<file path="src/verilog/sched_pkg.sv">
package sched_pkg;

    localparam int NUM_WARPS    = 4;
    localparam int NUM_THREADS  = 4;
    localparam int NUM_BARRIERS = 2;
    localparam int PC_BITS      = 32;
    localparam int INSTR_BYTES  = 4;

    typedef logic [1:0]             wid_t;
    typedef logic [NUM_THREADS-1:0] tmask_t;
    typedef logic [NUM_WARPS-1:0]   wmask_t;
    typedef logic [PC_BITS-1:0]     pc_t;
    typedef logic [0:0]             bar_id_t;

    // one warp handed to fetch, 38 bits
    typedef struct packed {
        wid_t   wid;
        tmask_t tmask;
        pc_t    pc;
    } sched_item_t;

    typedef enum logic [1:0] {
        TMC,
        WSPAWN,
        BARRIER
    } wctl_op_t;

    // argument word shared by all warp-control ops
    localparam int WCTL_ARG_BITS = 38;

    typedef struct packed {
        logic [WCTL_ARG_BITS-NUM_THREADS-1:0] pad;
        tmask_t                               tmask;
    } tmc_arg_t;

    typedef struct packed {
        logic [WCTL_ARG_BITS-NUM_WARPS-PC_BITS-1:0] pad;
        wmask_t                                     wmask;
        pc_t                                        pc;
    } wspawn_arg_t;

    typedef struct packed {
        logic [WCTL_ARG_BITS-$bits(bar_id_t)-$bits(wid_t)-1:0] pad;
        bar_id_t                                               id;
        wid_t                                                  size_m1;
    } bar_arg_t;

    // decoded according to the op field
    typedef union packed {
        tmc_arg_t    tmc;
        wspawn_arg_t wspawn;
        bar_arg_t    barrier;
    } wctl_arg_u;

    typedef struct packed {
        logic      valid;
        wid_t      wid;
        wctl_op_t  op;
        wctl_arg_u arg;
    } wctl_t;

    typedef struct packed {
        logic valid;
        wid_t wid;
        logic taken;
        pc_t  dest;
    } branch_t;

    typedef struct packed {
        logic valid;
        wid_t wid;
    } unlock_t;

endpackage

</file>
<file path="src/verilog/warp_select.sv">
`timescale 1ns/1ps

module warp_select import sched_pkg::*; (
    input  wmask_t                 ready_warps,
    input  tmask_t [NUM_WARPS-1:0] tmasks,
    input  pc_t    [NUM_WARPS-1:0] pcs,
    output logic                   pick_valid,
    output sched_item_t            pick_item
);

    wid_t sel_wid;

    // lowest index wins, so scan from the top down
    always_comb begin
        sel_wid = '0;
        for (int i = NUM_WARPS - 1; i >= 0; i--) begin
            if (ready_warps[i]) begin
                sel_wid = wid_t'(i);
            end
        end
    end

    assign pick_valid = |ready_warps;

    always_comb begin
        pick_item.wid   = sel_wid;
        pick_item.tmask = tmasks[sel_wid];
        pick_item.pc    = pcs[sel_wid];
    end

endmodule

</file>
<file path="src/verilog/barrier_unit.sv">
`timescale 1ns/1ps

module barrier_unit import sched_pkg::*; (
    input  logic   clk,
    input  logic   reset,
    input  wctl_t  wctl,
    input  wmask_t active,
    output logic   release_valid,
    output wmask_t release_mask
);

    wmask_t [NUM_BARRIERS-1:0] bar_masks;
    wid_t   [NUM_BARRIERS-1:0] bar_ctrs;

    logic    arrive;
    logic    last_arrival;
    bar_id_t bar_id;
    wmask_t  arrive_mask;
    wmask_t  waiting_any;

    assign arrive = wctl.valid && (wctl.op == BARRIER);
    assign bar_id = wctl.arg.barrier.id;

    // waiting set including the warp arriving now
    assign arrive_mask  = bar_masks[bar_id] | (wmask_t'(1) << wctl.wid);
    assign last_arrival = arrive && (bar_ctrs[bar_id] == wctl.arg.barrier.size_m1);

    assign release_valid = last_arrival;
    assign release_mask  = last_arrival ? arrive_mask : '0;

    always_ff @(posedge clk) begin
        if (reset) begin
            bar_masks <= '0;
            bar_ctrs  <= '0;
        end else if (arrive) begin
            if (last_arrival) begin
                bar_masks[bar_id] <= '0;
                bar_ctrs[bar_id]  <= '0;
            end else begin
                bar_masks[bar_id] <= arrive_mask;
                bar_ctrs[bar_id]  <= bar_ctrs[bar_id] + 1'b1;
            end
        end
    end

    always_comb begin
        waiting_any = '0;
        for (int b = 0; b < NUM_BARRIERS; b++) begin
            waiting_any = waiting_any | bar_masks[b];
        end
    end

    // a warp parked at a barrier must not be retired under it
    a_waiters_active: assert property (
        @(posedge clk) disable iff (reset) (waiting_any & ~active) == '0
    );

endmodule

</file>
<file path="src/verilog/warp_state.sv">
`timescale 1ns/1ps

module warp_state import sched_pkg::*; #(
    parameter pc_t STARTUP_PC = 32'h8000_0000
) (
    input  logic                   clk,
    input  logic                   reset,
    input  wctl_t                  wctl,
    input  branch_t                branch,
    input  unlock_t                unlock,
    input  logic                   release_valid,
    input  wmask_t                 release_mask,
    input  logic                   fire,
    input  wid_t                   fire_wid,
    output wmask_t                 ready_warps,
    output wmask_t                 active,
    output tmask_t [NUM_WARPS-1:0] tmasks,
    output pc_t    [NUM_WARPS-1:0] pcs,
    output logic                   busy
);

    wmask_t                 active_q, active_n;
    wmask_t                 stalled_q, stalled_n;
    tmask_t [NUM_WARPS-1:0] tmasks_q, tmasks_n;
    pc_t    [NUM_WARPS-1:0] pcs_q, pcs_n;

    // spawn waits here until only the spawning warp is left
    logic   spawn_valid;
    wmask_t spawn_wmask;
    pc_t    spawn_pc;
    wid_t   spawn_wid;

    logic single_warp;
    logic spawn_go;

    assign single_warp = (active_q != '0) && ((active_q & (active_q - 1'b1)) == '0);
    assign spawn_go    = spawn_valid && single_warp;

    always_comb begin
        active_n  = active_q;
        stalled_n = stalled_q;
        tmasks_n  = tmasks_q;
        pcs_n     = pcs_q;

        // later updates win over earlier ones
        if (unlock.valid) begin
            stalled_n[unlock.wid] = 1'b0;
        end

        if (spawn_go) begin
            active_n  = active_n | spawn_wmask;
            stalled_n = stalled_n & ~spawn_wmask;
            for (int i = 0; i < NUM_WARPS; i++) begin
                if (spawn_wmask[i]) begin
                    tmasks_n[i] = tmask_t'(1);
                    pcs_n[i]    = spawn_pc;
                end
            end
            stalled_n[spawn_wid] = 1'b0;
        end

        if (wctl.valid && wctl.op == TMC) begin
            // an empty mask retires the warp
            active_n[wctl.wid]  = (wctl.arg.tmc.tmask != '0);
            tmasks_n[wctl.wid]  = wctl.arg.tmc.tmask;
            stalled_n[wctl.wid] = 1'b0;
        end

        if (release_valid) begin
            stalled_n = stalled_n & ~release_mask;
        end

        if (branch.valid) begin
            if (branch.taken) begin
                pcs_n[branch.wid] = branch.dest;
            end
            stalled_n[branch.wid] = 1'b0;
        end

        // stall until decode says otherwise
        if (fire) begin
            stalled_n[fire_wid] = 1'b1;
            pcs_n[fire_wid]     = pcs_q[fire_wid] + pc_t'(INSTR_BYTES);
        end
    end

    always_ff @(posedge clk) begin
        if (reset) begin
            active_q    <= wmask_t'(1);
            stalled_q   <= '0;
            tmasks_q    <= '0;
            tmasks_q[0] <= tmask_t'(1);
            pcs_q       <= '0;
            pcs_q[0]    <= STARTUP_PC;
            spawn_valid <= 1'b0;
        end else begin
            active_q  <= active_n;
            stalled_q <= stalled_n;
            tmasks_q  <= tmasks_n;
            pcs_q     <= pcs_n;
            if (spawn_go) begin
                spawn_valid <= 1'b0;
            end
            if (wctl.valid && wctl.op == WSPAWN) begin
                spawn_valid <= 1'b1;
            end
        end
    end

    always_ff @(posedge clk) begin
        if (wctl.valid && wctl.op == WSPAWN) begin
            spawn_wmask <= wctl.arg.wspawn.wmask;
            spawn_pc    <= wctl.arg.wspawn.pc;
            spawn_wid   <= wctl.wid;
        end
    end

    assign ready_warps = active_q & ~stalled_q;
    assign active      = active_q;
    assign tmasks      = tmasks_q;
    assign pcs         = pcs_q;
    assign busy        = |active_q;

    // fire comes back through selection and the buffer handshake
    a_fire_ready: assert property (
        @(posedge clk) disable iff (reset) fire |-> ready_warps[fire_wid]
    );

endmodule

</file>
<file path="src/verilog/sched_out_buf.sv">
`timescale 1ns/1ps

module sched_out_buf import sched_pkg::*; (
    input  logic        clk,
    input  logic        reset,
    input  logic        in_valid,
    output logic        in_ready,
    input  sched_item_t in_item,
    output logic        out_valid,
    input  logic        out_ready,
    output sched_item_t out_item
);

    // output register plus one skid entry
    logic        out_valid_q;
    logic        skid_valid_q;
    sched_item_t out_item_q;
    sched_item_t skid_item_q;

    logic out_free;

    assign out_free = out_ready || !out_valid_q;
    assign in_ready = !skid_valid_q;

    always_ff @(posedge clk) begin
        if (reset) begin
            out_valid_q  <= 1'b0;
            skid_valid_q <= 1'b0;
        end else if (out_free) begin
            out_valid_q  <= skid_valid_q || in_valid;
            skid_valid_q <= 1'b0;
        end else if (in_valid && in_ready) begin
            skid_valid_q <= 1'b1;
        end
    end

    always_ff @(posedge clk) begin
        if (out_free) begin
            out_item_q <= skid_valid_q ? skid_item_q : in_item;
        end else if (in_valid && in_ready) begin
            skid_item_q <= in_item;
        end
    end

    assign out_valid = out_valid_q;
    assign out_item  = out_item_q;

    a_out_stable: assert property (
        @(posedge clk) disable iff (reset)
        out_valid && !out_ready |=> out_valid && $stable(out_item)
    );

    // skid only fills behind a held output
    a_no_overflow: assert property (
        @(posedge clk) disable iff (reset) skid_valid_q |-> out_valid_q
    );

endmodule

</file>
<file path="src/verilog/warp_sched_top.sv">
`timescale 1ns/1ps

module warp_sched_top import sched_pkg::*; #(
    parameter pc_t STARTUP_PC = 32'h8000_0000
) (
    input  logic        clk,
    input  logic        reset,
    input  wctl_t       wctl,
    input  branch_t     branch,
    input  unlock_t     unlock,
    input  logic        out_ready,
    output logic        out_valid,
    output sched_item_t out_item,
    output logic        busy
);

    wmask_t                  ready_warps;
    wmask_t                  active;
    wmask_t                  release_mask;
    logic                    release_valid;
    tmask_t [NUM_WARPS-1:0]  tmasks;
    pc_t    [NUM_WARPS-1:0]  pcs;

    logic        pick_valid;
    logic        pick_ready;
    sched_item_t pick_item;

    // a warp leaves selection only when the buffer takes it
    wire fire = pick_valid && pick_ready;

    warp_state #(
        .STARTUP_PC (STARTUP_PC)
    ) state_i (
        .clk           (clk),
        .reset         (reset),
        .wctl          (wctl),
        .branch        (branch),
        .unlock        (unlock),
        .release_valid (release_valid),
        .release_mask  (release_mask),
        .fire          (fire),
        .fire_wid      (pick_item.wid),
        .ready_warps   (ready_warps),
        .active        (active),
        .tmasks        (tmasks),
        .pcs           (pcs),
        .busy          (busy)
    );

    barrier_unit barrier_i (
        .clk           (clk),
        .reset         (reset),
        .wctl          (wctl),
        .active        (active),
        .release_valid (release_valid),
        .release_mask  (release_mask)
    );

    warp_select select_i (
        .ready_warps (ready_warps),
        .tmasks      (tmasks),
        .pcs         (pcs),
        .pick_valid  (pick_valid),
        .pick_item   (pick_item)
    );

    sched_out_buf out_buf_i (
        .clk       (clk),
        .reset     (reset),
        .in_valid  (pick_valid),
        .in_ready  (pick_ready),
        .in_item   (pick_item),
        .out_valid (out_valid),
        .out_ready (out_ready),
        .out_item  (out_item)
    );

endmodule

</file>
<file path="config.mk">
export PLATFORM = sky130hd
export DESIGN_NAME = warp_sched_top
export DESIGN_NICKNAME = d
export VERILOG_FILES = /design/src/verilog/sched_pkg.sv /design/src/verilog/warp_select.sv /design/src/verilog/barrier_unit.sv /design/src/verilog/warp_state.sv /design/src/verilog/sched_out_buf.sv /design/src/verilog/warp_sched_top.sv
export SDC_FILE = /design/constraint.sdc
export NUM_CORES = 1
export LEC_CHECK = 0
export ABC_AREA = 1
export BUFFER_PORTS_ARGS = -buffer_cell sky130_fd_sc_hd__buf_2
export CORE_ASPECT_RATIO = 0.9
export CORE_MARGIN = 3
export CORE_UTILIZATION = 30
export DETAILED_ROUTE_END_ITERATION = 10
export SKIP_CTS_REPAIR_TIMING = 1
export SKIP_LAST_GASP = 1
export SLEW_MARGIN = 20
export SYNTH_ARGS = -nofsm -noshare
export SYNTH_HDL_FRONTEND = slang
export SYNTH_SLANG_ARGS = --single-unit
</file>
<file path="constraint.sdc">
create_clock -name clk -period 4.6 [get_ports clk]
set_input_delay 0.23 -clock clk [delete_from_list [all_inputs] [get_ports clk]]
set_output_delay 0.23 -clock clk [all_outputs]
set_load 0.01 [all_outputs]
</file>
==> metrics.md, run 1 <==
| Metric | Value |
|---|---|
| Top post-synthesis cells by area | edfxtp_1, dfxtp_1, nand2_1 |
| WL per Instance | 18.6 um |
| Synth top cells by count | nand2_1, inv_1, a21oi_1 |
| Failing checks | negative hold slack |
| Clock buffer count from CTS | 31 |
| Synth Flop Type | dfxtp_1 |
| Initial antenna violation count | 4 |
| CP arrival | 3870 ps |
| TritonCTS clock tree | built |
| Final setup viols | 0 |
| Synth warn | 0 |
| Drt via density | 5.15 |
| Synthesized area per cell | 6.98 um2 |
| Core area | 52,000 um2 |
| HP Start | branch[0] |
| Critical Path RT | 5070 ps |
| Final slew viol count | 0 |
| Final Hold Viols | 1 |
| Hold Slack | -6.64 ps |
| Sequential share of the synthesized area | 42.7% |
| Root buffer cell | clkbuf_16 |
| Clk sinks | 281 |
| Antenna Nets Post-Route | 0 |
| Final #Nets | 2,461 |
| Overall routing resource usage | 20.0% |
| Unique masters post-synth | 41 |
| Setup slack, reg-to-reg | 1210 ps |
| DRT iter0 DRCs | 1,787 |
| Post-Synthesis Cells | 2,271 |
| Filler Cells Inserted | 5,518 |
| Worst Path Buf+Inv | 3 |
| Max-Cap Viols | 0 |
| Hold Path Cell Cnt | 3 |
| Hold WC Path Type | in2reg |
| Cell area after synthesis | 15,800 um2 |
| Clock-pin slew on the worst setup and hold paths | 60 ps |
| Worst min-delay path endpoint | state_i.pcs[0]$_SDFF_PP0_ |
| DR pass1 iterations | 5 |
| Grt met1 use | 28.6% |
| Die area | 55,600 um2 |
| PwrDens | 381 nW/um2 |
| Die width | 248 um |
| Routed wire length | 57.4 mm |
| GP Congestion | 0.941 |
| First-pass GRT wire length | 86.9 mm |
| Syn_nets | 2,357 |
| Most frequent CP cell | nand2_1 |
| Residual DRC count | 0 |
| Initial Util | 30.5% |
| Post-DP Area | 17,100 um2 |
| Synth area leader | edfxtp_1 |
| Count leader, synth | nand2_1 |
| Peak supply drop | 0.000317 V |
| Rel. slew slack | 26.4% |
| Critical path class | reg2reg |
| CTS H-tree depth | 1 |
| RSZ-0062 raised after global routing | false |
| Asr flop ratio synth | 0% |
| Reg2reg path depth | 17 |
| Top Family by Delay on Critical Path | simple AND/OR/NAND/NOR gates |
| Clk buf depth | 3 |
| Site row count | 79 |
| Antenna diode count | 0 |
| Crit start category | flop |
| Share of layout cells above drive strength 1 | 12.8% |
| Clk Latency, worst-skew pair | 590 ps |
| Post-route minimum period | 3390 ps |
| Max incr delay on CP | 330 ps |
| Setup TNS Final | 0 ps |
| Die H | 224 um |
| Setup crit end kind | flop |
| Slowest cell on the critical path | dfxtp_1 |
| Vias | 15,900 |
| I/O pin total | 125 |
| Largest net degree at the start of global routing | 80 |
| Met2 GRT Util | 30.5% |
| Port bufs | 122 |
| Outcome | finished with violations |
| CP Launch Point | state_i.stalled_q[2]$_SDFF_PP0_ |
| FMAX | 295 MHz |
| Vias in the first global route | 14,700 |
| R2R Path Start | state_i.stalled_q[2]$_SDFF_PP0_ |
| Clk_skew | 22.1 ps |
| Crit-path max FO | 12 |
| Final Instance Area | 18,500 um2 |
| Post-synth EDFFs | 114 |
| Synth-to-Final Area Change | 16.9% |
| Detailed placer's ending HPWL | 39.9 mm |
| Area share of the largest cell type after synthesis | 21.6% |
| Most Crowded Layer GR | met2 |
| Cell Chain, Critical Path | inv_2, nand2_1, nand2_2, nand2_1, nand3_2, buf_4, nor2_1, nor2_2, nand2_1, nor2_1, nand2_1, nor2_1, nand2_1, nand2_1, nand3_1, nand2_1, inv_1 |
| Met3 Use GR | 3.70% |
| Congestion Overflow GR | 0 |
| Final worst path period share | 73.8% |
| Synthesized flop and latch total | 281 |
| Leak | 7.83 nW |
| FF-to-FF End | state_i.pcs[94]$_SDFF_PP0_ |
| Tightest Pin Transition | 1100 ps |
[state kept, by name (all words and copies together), names as in the netlist]
name / count
barrier_i.bar_ctrs: 4
barrier_i.bar_masks: 8
out_buf_i.out_item: 38
out_buf_i.out_valid: 1
out_buf_i.skid_item_q: 38
out_buf_i.skid_valid_q: 1
state_i.active: 4
state_i.pcs: 128
state_i.spawn_pc: 32
state_i.spawn_valid: 1
state_i.spawn_wid: 2
state_i.spawn_wmask: 4
state_i.stalled_q: 4
state_i.tmasks: 16
[worst reg2reg max path: stages, from the launching register on]
cell and delay [ps]:
dfxtp_1 330, inv_2 70, nand2_1 110, nand2_2 150, nand2_1 220, nand3_2 280, buf_4 320, nor2_1 110
nor2_2 290, nand2_1 160, nor2_1 310, nand2_1 120, nor2_1 280, nand2_1 140, nand2_1 150, nand3_1 100
nand2_1 90, inv_1 40
[area by class of cell]
type | count | area, um2 | area share (%)
Clock inverter | 18 | 184 | 0.993
Sequential cell | 281 | 6770 | 36.5
Inverter | 344 | 1290 | 6.98
Multi-Input combinational cell | 1526 | 7320 | 39.5
Tap cell | 688 | 861 | 4.65
Clock buffer | 40 | 860 | 4.64
Timing Repair Buffer | 191 | 1240 | 6.69
[cell families after synthesis]
| group | share of synthesized area (%) |
|---|---|
| AO/OA/AOI/OAI | 17.9 |
| XOR/XNOR | 0.750 |
| adder cells (fa/ha/maj) | 0.0789 |
| buffers and inverters | 11.4 |
| flip-flops | 42.7 |
| multiplexers | 0.0632 |
| AND/OR/NAND/NOR | 27.1 |
[cells in the final DEF, fill, tap and decap left out, types with 10 or more instances in the layout]
cell           Yosys  final
a211oi_1          10     10
a21oi_1          277    277
buf_2             10    121
buf_4              3     31
clkbuf_16          0     31
dfxtp_1          167    166
dlygate4sd3_1      0     38
edfxtp_1         114    114
inv_1            323    323
inv_2             14     14
nand2_1          555    551
nand2_2            7     11
nand3_1          187    187
nand3_2           12     12
nand4_1           22     22
nor2_1           111    107
nor2_2            36     36
nor2_4             8     12
nor3_1            12     10
o211ai_1          27     27
o21ai_0          210    210
[where the power goes]
group / internal [mW] / total [mW] / switching, mW
Sequential: 2.88 / 2.98 / 0.102
Combinational: 0.459 / 1.51 / 1.05
Clock: 1.49 / 2.57 / 1.08
Total: 4.82 / 7.05 / 2.23
[worst max path at each step]
stage	cells after the start	slack [ps]	to
after floorplan	1	1150	state_i.spawn_pc[0]$_DFFE_PP_
after global placement	16	1400	state_i.pcs[110]$_SDFF_PP0_
after detailed placement	16	1350	state_i.pcs[110]$_SDFF_PP0_
after CTS	16	1310	state_i.pcs[110]$_SDFF_PP0_
after global routing	16	1030	state_i.pcs[110]$_SDFF_PP0_
final	17	1210	state_i.pcs[94]$_SDFF_PP0_
[per-stage QoR]
stage	instances	utilization, %	worst slack (ps)	power [mW]
after floorplan	2271	-	1150	3.93
after global placement	2992	32.9	1400	4.44
after detailed placement	2992	32.9	1350	4.48
after CTS	3050	34.9	1310	7.06
after global routing	3088	35.6	1030	7.38
final	3088	35.6	1210	7.05
[routing by layer]
metal | vias up | share of wire (%)
met5 | - | 0.085
met4 | 8 | 2.9
met3 | 110 | 10
met2 | 785 | 43
met1 | 7376 | 44
li1 | 7619 | -
Note: power is estimated with default switching activity, not from simulation.
==> run 2, diff against run 1 <==
==> constraint.sdc (replaced) <==
create_clock -name clk -period 2.8 [get_ports clk]
set_input_delay 0.14 -clock clk [delete_from_list [all_inputs] [get_ports clk]]
set_output_delay 0.14 -clock clk [all_outputs]
set_load 0.01 [all_outputs]
==> run 2 against run 1 <==
The flow still finishes with violations (negative hold slack). Clock skew decreased by 3.3 ps. Setup slack worse by 1100 ps. Routed wire length increased by 3.3%. Global-route usage rose by 0.47 points. Non-clock buffer count up 83. Critical endpoint is now state_i.pcs[26]$_SDFF_PP0_.
==> metrics.md, run 2 (synthesis results as in run 1) <==
| Metric | Value |
|---|---|
| CTS H-tree depth | 2 (was 1) |
| TritonCTS clock tree | built (unchanged) |
| Final Hold Viols | 4 (was 1) |
| Clk sinks | 281 (unchanged) |
| Site row count | 79 (unchanged) |
| I/O pin total | 125 (unchanged) |
| Clock buffer count from CTS | 34 (was 31) |
| Non-Filler Instances | 3,175 (was 3,088) |
| Failing checks | negative hold slack (unchanged) |
| Die area | 55,600 um2 (unchanged) |
| Largest register FFs | 128 (unchanged) |
| Clk_skew | 18.8 ps (was 22.1 ps) |
| Antenna diode count | 0 (unchanged) |
| FMAX | 371 MHz (was 295 MHz) |
| Outcome | finished with violations (unchanged) |
| Synth-to-Final Area Change | 24.3% (was 16.9%) |
| Die H | 224 um (unchanged) |
| Core area | 52,000 um2 (unchanged) |
| Crit-path max FO | 19 (was 12) |
| Initial Util | 30.5% (unchanged) |
| Setup crit end kind | flop (unchanged) |
| Overall routing resource usage | 20.5% (was 20.0%) |
| RSZ-0062 raised after global routing | true (was false) |
| Top Family by Delay on Critical Path | simple AND/OR/NAND/NOR gates (unchanged) |
| Clock-pin slew on the worst setup and hold paths | 60 ps (about the same) |
| Post-DP Area | 17,900 um2 (was 17,100 um2) |
| Peak supply drop | 0.000364 V (was 0.000317 V) |
| PwrDens | 626 nW/um2 (was 381 nW/um2) |
| Antenna Nets Post-Route | 0 (unchanged) |
| Residual DRC count | 0 (unchanged) |
| Congestion Overflow GR | 0 (unchanged) |
| PnR worst setup slack | 108 ps (was 1210 ps) |
| Clk buf depth | 3 (unchanged) |
| Initial antenna violation count | 2 (was 4) |
| Largest net degree at the start of global routing | 121 (was 80) |
| Most common cell after layout, fill and taps aside | nand2_1 (unchanged) |
| Tightest Pin Transition | 823 ps (was 1100 ps) |
| First-pass GRT wire length | 88.5 mm (was 86.9 mm) |
| Clk Latency, worst-skew pair | 530 ps (was 590 ps) |
| DRT iter0 DRCs | 1,938 (was 1,787) |
| Max-Cap Viols | 0 (unchanged) |
| Vias in the first global route | 14,900 (was 14,700) |
| Die width | 248 um (unchanged) |
| Rel. slew slack | 44.8% (was 26.4%) |
| Setup TNS Final | 0 ps (unchanged) |
| GP Congestion | 0.943 (was 0.941) |
| Hold Slack | -8.71 ps (was -6.64 ps) |
| Final slew viol count | 0 (unchanged) |
| Most frequent cells in the layout | nand2_1, inv_1, a21oi_1, o21ai_0, nand3_1 (unchanged) |
| Root buffer cell | clkbuf_16 (unchanged) |
| Total power | 12.3 mW (was 7.05 mW) |
| Cell Chain, Critical Path | nand2_2, nand2_2, nand2_4, nand2_8, nor2_4, buf_12, nand2_1, nand3_2, nor2_4, nand2_1, nor2_4, buf_4, nand4_1, buf_4, nand3_1, nand2_1, inv_1 (was inv_2, nand2_1, nand2_2, nand2_1, nand3_2, buf_4, nor2_1, nor2_2, nand2_1, nor2_1, nand2_1, nor2_1, nand2_1, nand2_1, nand3_1, nand2_1, inv_1) |
| Setup slack, reg-to-reg | 110 ps (was 1210 ps) |
| Max incr delay on CP | 400 ps (was 330 ps) |
| Final Instance Area | 19,700 um2 (was 18,500 um2) |
| Placed Instances | 3,065 (was 2,992) |
| DR pass1 iterations | 6 (was 5) |
| Post-route minimum period | 2690 ps (was 3390 ps) |
| Final #Nets | 2,547 (was 2,461) |
| Dpl ws | 40.8 ps (was 1350 ps) |
| Detailed placer's ending HPWL | 41.6 mm (was 39.9 mm) |
| Critical Path RT | 3270 ps (was 5070 ps) |
| Leak | 8.39 nW (was 7.83 nW) |
| Worst Path Buf+Inv | 4 (was 3) |
| Port bufs | 122 (unchanged) |
| Vias | 16,300 (was 15,900) |
| CP arrival | 3170 ps (was 3870 ps) |
| Hold WC Path Type | in2reg (unchanged) |
| WL per Instance | 18.7 um (was 18.6 um) |
| Final worst path period share | 96.1% (was 73.8%) |
| Crit start category | flop (unchanged) |
| Critical path class | reg2reg (unchanged) |
| Final setup viols | 0 (unchanged) |
| Routed wire length | 59.2 mm (was 57.4 mm) |
| Slowest cell on the critical path | dfxtp_1 (unchanged) |
| Share of layout cells above drive strength 1 | 16.4% (was 12.8%) |
| Final Util | 37.9% (was 35.6%) |
| Drt via density | 5.15 (about the same) |
## run 2: layout make-up
type / instances / area [um2]
flip-flops and latches: 281 / 6770
fillers: 5447 / 32300
well taps: 688 / 861
multi-input cells: 1526 / 7510
clock inverters: 19 / 190
clock buffers: 43 / 978
inverters: 344 / 1290
repair buffers: 274 / 2090
## run 2: power breakdown
| group | internal, mW | switching [mW] |
|---|---|---|
| registers | 4.72 | 0.165 |
| clock network | 2.84 | 1.80 |
| logic | 0.963 | 1.83 |
## run 2: per-layer routing
metal  share of wire, %  vias to the layer above  GRT usage [%]
met1                 43                     7520           29.2
met3                9.8                      140           3.32
li1                   -                     7780              -
met5              0.052                        -              0
met2                 43                      905           31.6
met4                3.5                        4           6.90
## run 2: final timing paths
check | depth (start not counted) | startpoint | end
worst max register to register | 17 | state_i.active[2]$_SDFF_PP0_ | state_i.pcs[26]$_SDFF_PP0_
worst min-delay path | 3 | branch[3] | state_i.pcs[67]$_SDFF_PP0_
worst min register to register | 2 | barrier_i.bar_masks[1]$_SDFFE_PP0P_ | barrier_i.bar_masks[1]$_SDFFE_PP0P_
worst max-delay path | 17 | state_i.active[2]$_SDFF_PP0_ | state_i.pcs[26]$_SDFF_PP0_
## run 2: worst register-to-register path, delay by kind of cell, from the launching register on
kind                   cells  cell delay, ps
buffers and inverters      4             570
flip-flops                 1             400
AND/OR/NAND/NOR           13            1680
==> run 3, diff against run 2 <==
--- a/config.mk
+++ b/config.mk
@@ -5,7 +5,7 @@
 export SDC_FILE = /design/constraint.sdc
 export NUM_CORES = 1
 export LEC_CHECK = 0
-export ABC_AREA = 1
+export ABC_AREA = 0
 export BUFFER_PORTS_ARGS = -buffer_cell sky130_fd_sc_hd__buf_2
 export CORE_ASPECT_RATIO = 0.9
 export CORE_MARGIN = 3
==> run 3 against run 2 <==
Synthesized cell count shrank 27%. Routed wire length shrank 4.2%. Area after synthesis shrank 8.9%. Utilization grew 3.3 points. Largest power group unchanged. The run ends with negative hold slack, negative setup slack left. Fmax shrank 9.6%.
==> metrics.md, run 3 <==
| Metric | Value |
|---|---|
| Outcome | finished with violations (unchanged) |
| Failing checks | negative hold slack, negative setup slack (was negative hold slack) |
| HP Start | branch[2] (was branch[3]) |
| TritonCTS clock tree | built (unchanged) |
| Largest net degree at the start of global routing | 65 (was 121) |
| Hold Path Cell Cnt | 3 (unchanged) |
| Dpl ws | -155 ps (was 40.8 ps) |
| Congestion Overflow GR | 0 (unchanged) |
| R2R Path Start | state_i.stalled_q[0]$_SDFF_PP0_ (was state_i.active[2]$_SDFF_PP0_) |
| Crit-path max FO | 7 (was 19) |
| DR pass1 iterations | 5 (was 6) |
| Initial antenna violation count | 3 (was 2) |
| Residual DRC count | 0 (unchanged) |
| Tightest Pin Transition | 1120 ps (was 823 ps) |
| Overall routing resource usage | 21.0% (was 20.5%) |
| Initial Util | 30.6% (was 30.5%) |
| Worst min-delay path endpoint | state_i.pcs[98]$_SDFF_PP0_ (was state_i.pcs[67]$_SDFF_PP0_) |
| Peak supply drop | 0.000421 V (was 0.000364 V) |
| Root buffer cell | clkbuf_16 (unchanged) |
| Area share of the largest cell type after synthesis | 23.7% (was 21.6%) |
| Core area | 47,100 um2 (was 52,000 um2) |
| Final worst path period share | 106% (was 96.1%) |
| Setup TNS Final | -2860 ps (was 0 ps) |
| Largest family of logic cells by synthesized area | simple AND/OR/NAND/NOR gates (unchanged) |
| Clk Latency, worst-skew pair | 570 ps (was 530 ps) |
| Post-Synthesis Cells | 1,669 (was 2,271) |
| Max-Cap Viols | 0 (unchanged) |
| Final setup viols | 35 (was 0) |
| Final #Nets | 2,046 (was 2,547) |
| Synth top cells by count | nand2_1, dfxtp_1, nor2_1 (was nand2_1, inv_1, a21oi_1) |
| FMAX | 336 MHz (was 371 MHz) |
| Setup slack, reg-to-reg | -180 ps (was 110 ps) |
| Critical path class | reg2reg (unchanged) |
| Cell area after synthesis | 14,400 um2 (was 15,800 um2) |
| Final slew viol count | 0 (unchanged) |
| Complex-gate fraction of the synthesized area | 19.0% (was 17.9%) |
| Syn_nets | 1,755 (was 2,357) |
| Clk_skew | 11.7 ps (was 18.8 ps) |
| Share of layout cells above drive strength 1 | 25.3% (was 16.4%) |
| I/O pin total | 125 (unchanged) |
| Clock-pin slew on the worst setup and hold paths | 60 ps (about the same) |
| Most common cell after layout, fill and taps aside | nand2_1 (unchanged) |
| Port bufs | 122 (unchanged) |
| Die area | 50,800 um2 (was 55,600 um2) |
| Site row count | 75 (was 79) |
| Vias | 14,700 (was 16,300) |
| Asr flop ratio synth | 0% (unchanged) |
| Final Hold Viols | 2 (was 4) |
| Top post-synthesis cells by area | edfxtp_1, dfxtp_1, nand2_1 (unchanged) |
| Synth-to-Final Area Change | 34.3% (was 24.3%) |
| Antenna Nets Post-Route | 0 (unchanged) |
| Reg2reg path depth | 12 (was 17) |
| Sequential share of the synthesized area | 46.9% (was 42.7%) |
| Setup crit end kind | flop (unchanged) |
| Most frequent cells in the layout | nand2_1, dfxtp_1, buf_4, nor2_1, buf_2 (was nand2_1, inv_1, a21oi_1, o21ai_0, nand3_1) |
| GP Congestion | 0.894 (was 0.943) |
| Drt via density | 5.66 (was 5.15) |
| Die H | 214 um (was 224 um) |
| PwrDens | 580 nW/um2 (was 626 nW/um2) |
| Detailed placer's ending HPWL | 36.5 mm (was 41.6 mm) |
| Synth warn | 0 (unchanged) |
| First-pass GRT wire length | 83.6 mm (was 88.5 mm) |
| Rel. slew slack | 25.0% (was 44.8%) |
| DRT iter0 DRCs | 1,857 (was 1,938) |
| Clk sinks | 281 (unchanged) |
| Synth area leader | edfxtp_1 (unchanged) |
| Routed wire length | 56.7 mm (was 59.2 mm) |
| Critical Path RT | 3230 ps (was 3270 ps) |
| WL per Instance | 21.8 um (was 18.7 um) |
| RSZ-0062 raised after global routing | true (unchanged) |
| XOR/XNOR Fraction of Synth Area | 1.09% (was 0.750%) |
| Crit start category | flop (unchanged) |
| Filler Cells Inserted | 4,594 (was 5,447) |
| Count leader, synth | nand2_1 (unchanged) |
| Post-route minimum period | 2980 ps (was 2690 ps) |
| Synth Area in Simple Gates | 25.7% (was 27.1%) |
| Post-synthesis mux area share | 3.08% (was 0.0632%) |
| Synthesized flop and latch total | 281 (unchanged) |
| Unique masters post-synth | 75 (was 41) |
| Largest register FFs | 128 (unchanged) |
| Post-synth EDFFs | 114 (unchanged) |
| CTS H-tree depth | 1 (was 2) |
| CP arrival | 3410 ps (was 3170 ps) |
| Synth Flop Type | dfxtp_1 (unchanged) |
| PnR worst setup slack | -178 ps (was 108 ps) |
| Die width | 237 um (was 248 um) |
| Clock buffer count from CTS | 31 (was 34) |
| FF-to-FF End | state_i.pcs[127]$_SDFF_PP0_ (was state_i.pcs[26]$_SDFF_PP0_) |
| Hold Slack | -36.2 ps (was -8.71 ps) |
| Vias in the first global route | 13,800 (was 14,900) |
| Synthesized area per cell | 8.65 um2 (was 6.98 um2) |
| Leak | 7.57 nW (was 8.39 nW) |
| Clk buf depth | 3 (unchanged) |
| Synth Area in Adders | 0.0867% (was 0.0790%) |
| Hold WC Path Type | in2reg (unchanged) |
==> run 3: metrics by stage <==
step / area, um2 / power, mW / instances / util [%]
after floorplan: 14400 / 5.72 / 1669 / -
after global placement: 16800 / 6.47 / 2451 / 35.7
after detailed placement: 16800 / 6.49 / 2451 / 35.7
after CTS: 18000 / 11.1 / 2508 / 38.1
after global routing: 19400 / 11.7 / 2601 / 41.1
final: 19400 / 11.2 / 2601 / 41.1
==> run 3: layout make-up <==
class	count	area, um2	area share, %
well taps	616	771	3.98
multi-input cells	1247	7540	38.9
repair buffers	380	3070	15.9
clock buffers	38	876	4.52
clock inverters	19	272	1.40
flip-flops and latches	281	6770	34.9
inverters	19	76.3	0.394
diodes	1	2.50	0.0129
==> run 3: worst max-delay path by stage <==
stage | slack [ps] | cells past startpoint | startpoint | end
2_1_floorplan | 4 | 12 | state_i.stalled_q[1]$_SDFF_PP0_ | state_i.pcs[30]$_SDFF_PP0_
3_3_place_gp | -100 | 12 | state_i.stalled_q[1]$_SDFF_PP0_ | state_i.pcs[54]$_SDFF_PP0_
3_5_place_dp | -160 | 12 | state_i.stalled_q[1]$_SDFF_PP0_ | state_i.pcs[22]$_SDFF_PP0_
4_1_cts | -190 | 12 | state_i.stalled_q[1]$_SDFF_PP0_ | state_i.pcs[22]$_SDFF_PP0_
5_1_grt | -180 | 12 | state_i.stalled_q[0]$_SDFF_PP0_ | state_i.pcs[124]$_SDFF_PP0_
6_report | -180 | 12 | state_i.stalled_q[0]$_SDFF_PP0_ | state_i.pcs[127]$_SDFF_PP0_
==> run 3: logic make-up (layout without fill, tap and decap cells) <==
kind of cell | count (synthesis) | after routing
other cells | 0 | 1
xor+xnor | 18 | 18
buf+inv | 141 | 456
flops | 281 | 281
compound gates | 425 | 425
mux | 42 | 42
simple gates | 761 | 761
fa+ha+maj | 1 | 1
==> run 3: per-layer routing <==
layer | track usage [%] | up-vias | part of all wire (%)
met1 | 28.6 | 7053 | 42
li1 | - | 6694 | -
met2 | 33.1 | 826 | 45
met4 | 6.33 | 4 | 2.8
met5 | 0 | - | 0.039
met3 | 5.08 | 138 | 10
==> run 3: worst max-delay path, cell delays in order, from the launching register on <==
cell and delay (ps):
dfxtp_2 330, and2b_1 200, buf_12 140, a31oi_4 200, buf_12 170, buf_8 110, a21oi_2 40, nor3_2 300
nand4_4 240, buf_6 200, or3_4 410, and4b_2 380, o31ai_2 100
==> run 3: power by group <==
group	switching [mW]	internal (mW)
clock network	1.74	2.86
registers	0.170	4.60
logic	1.10	0.769
total	3.01	8.23
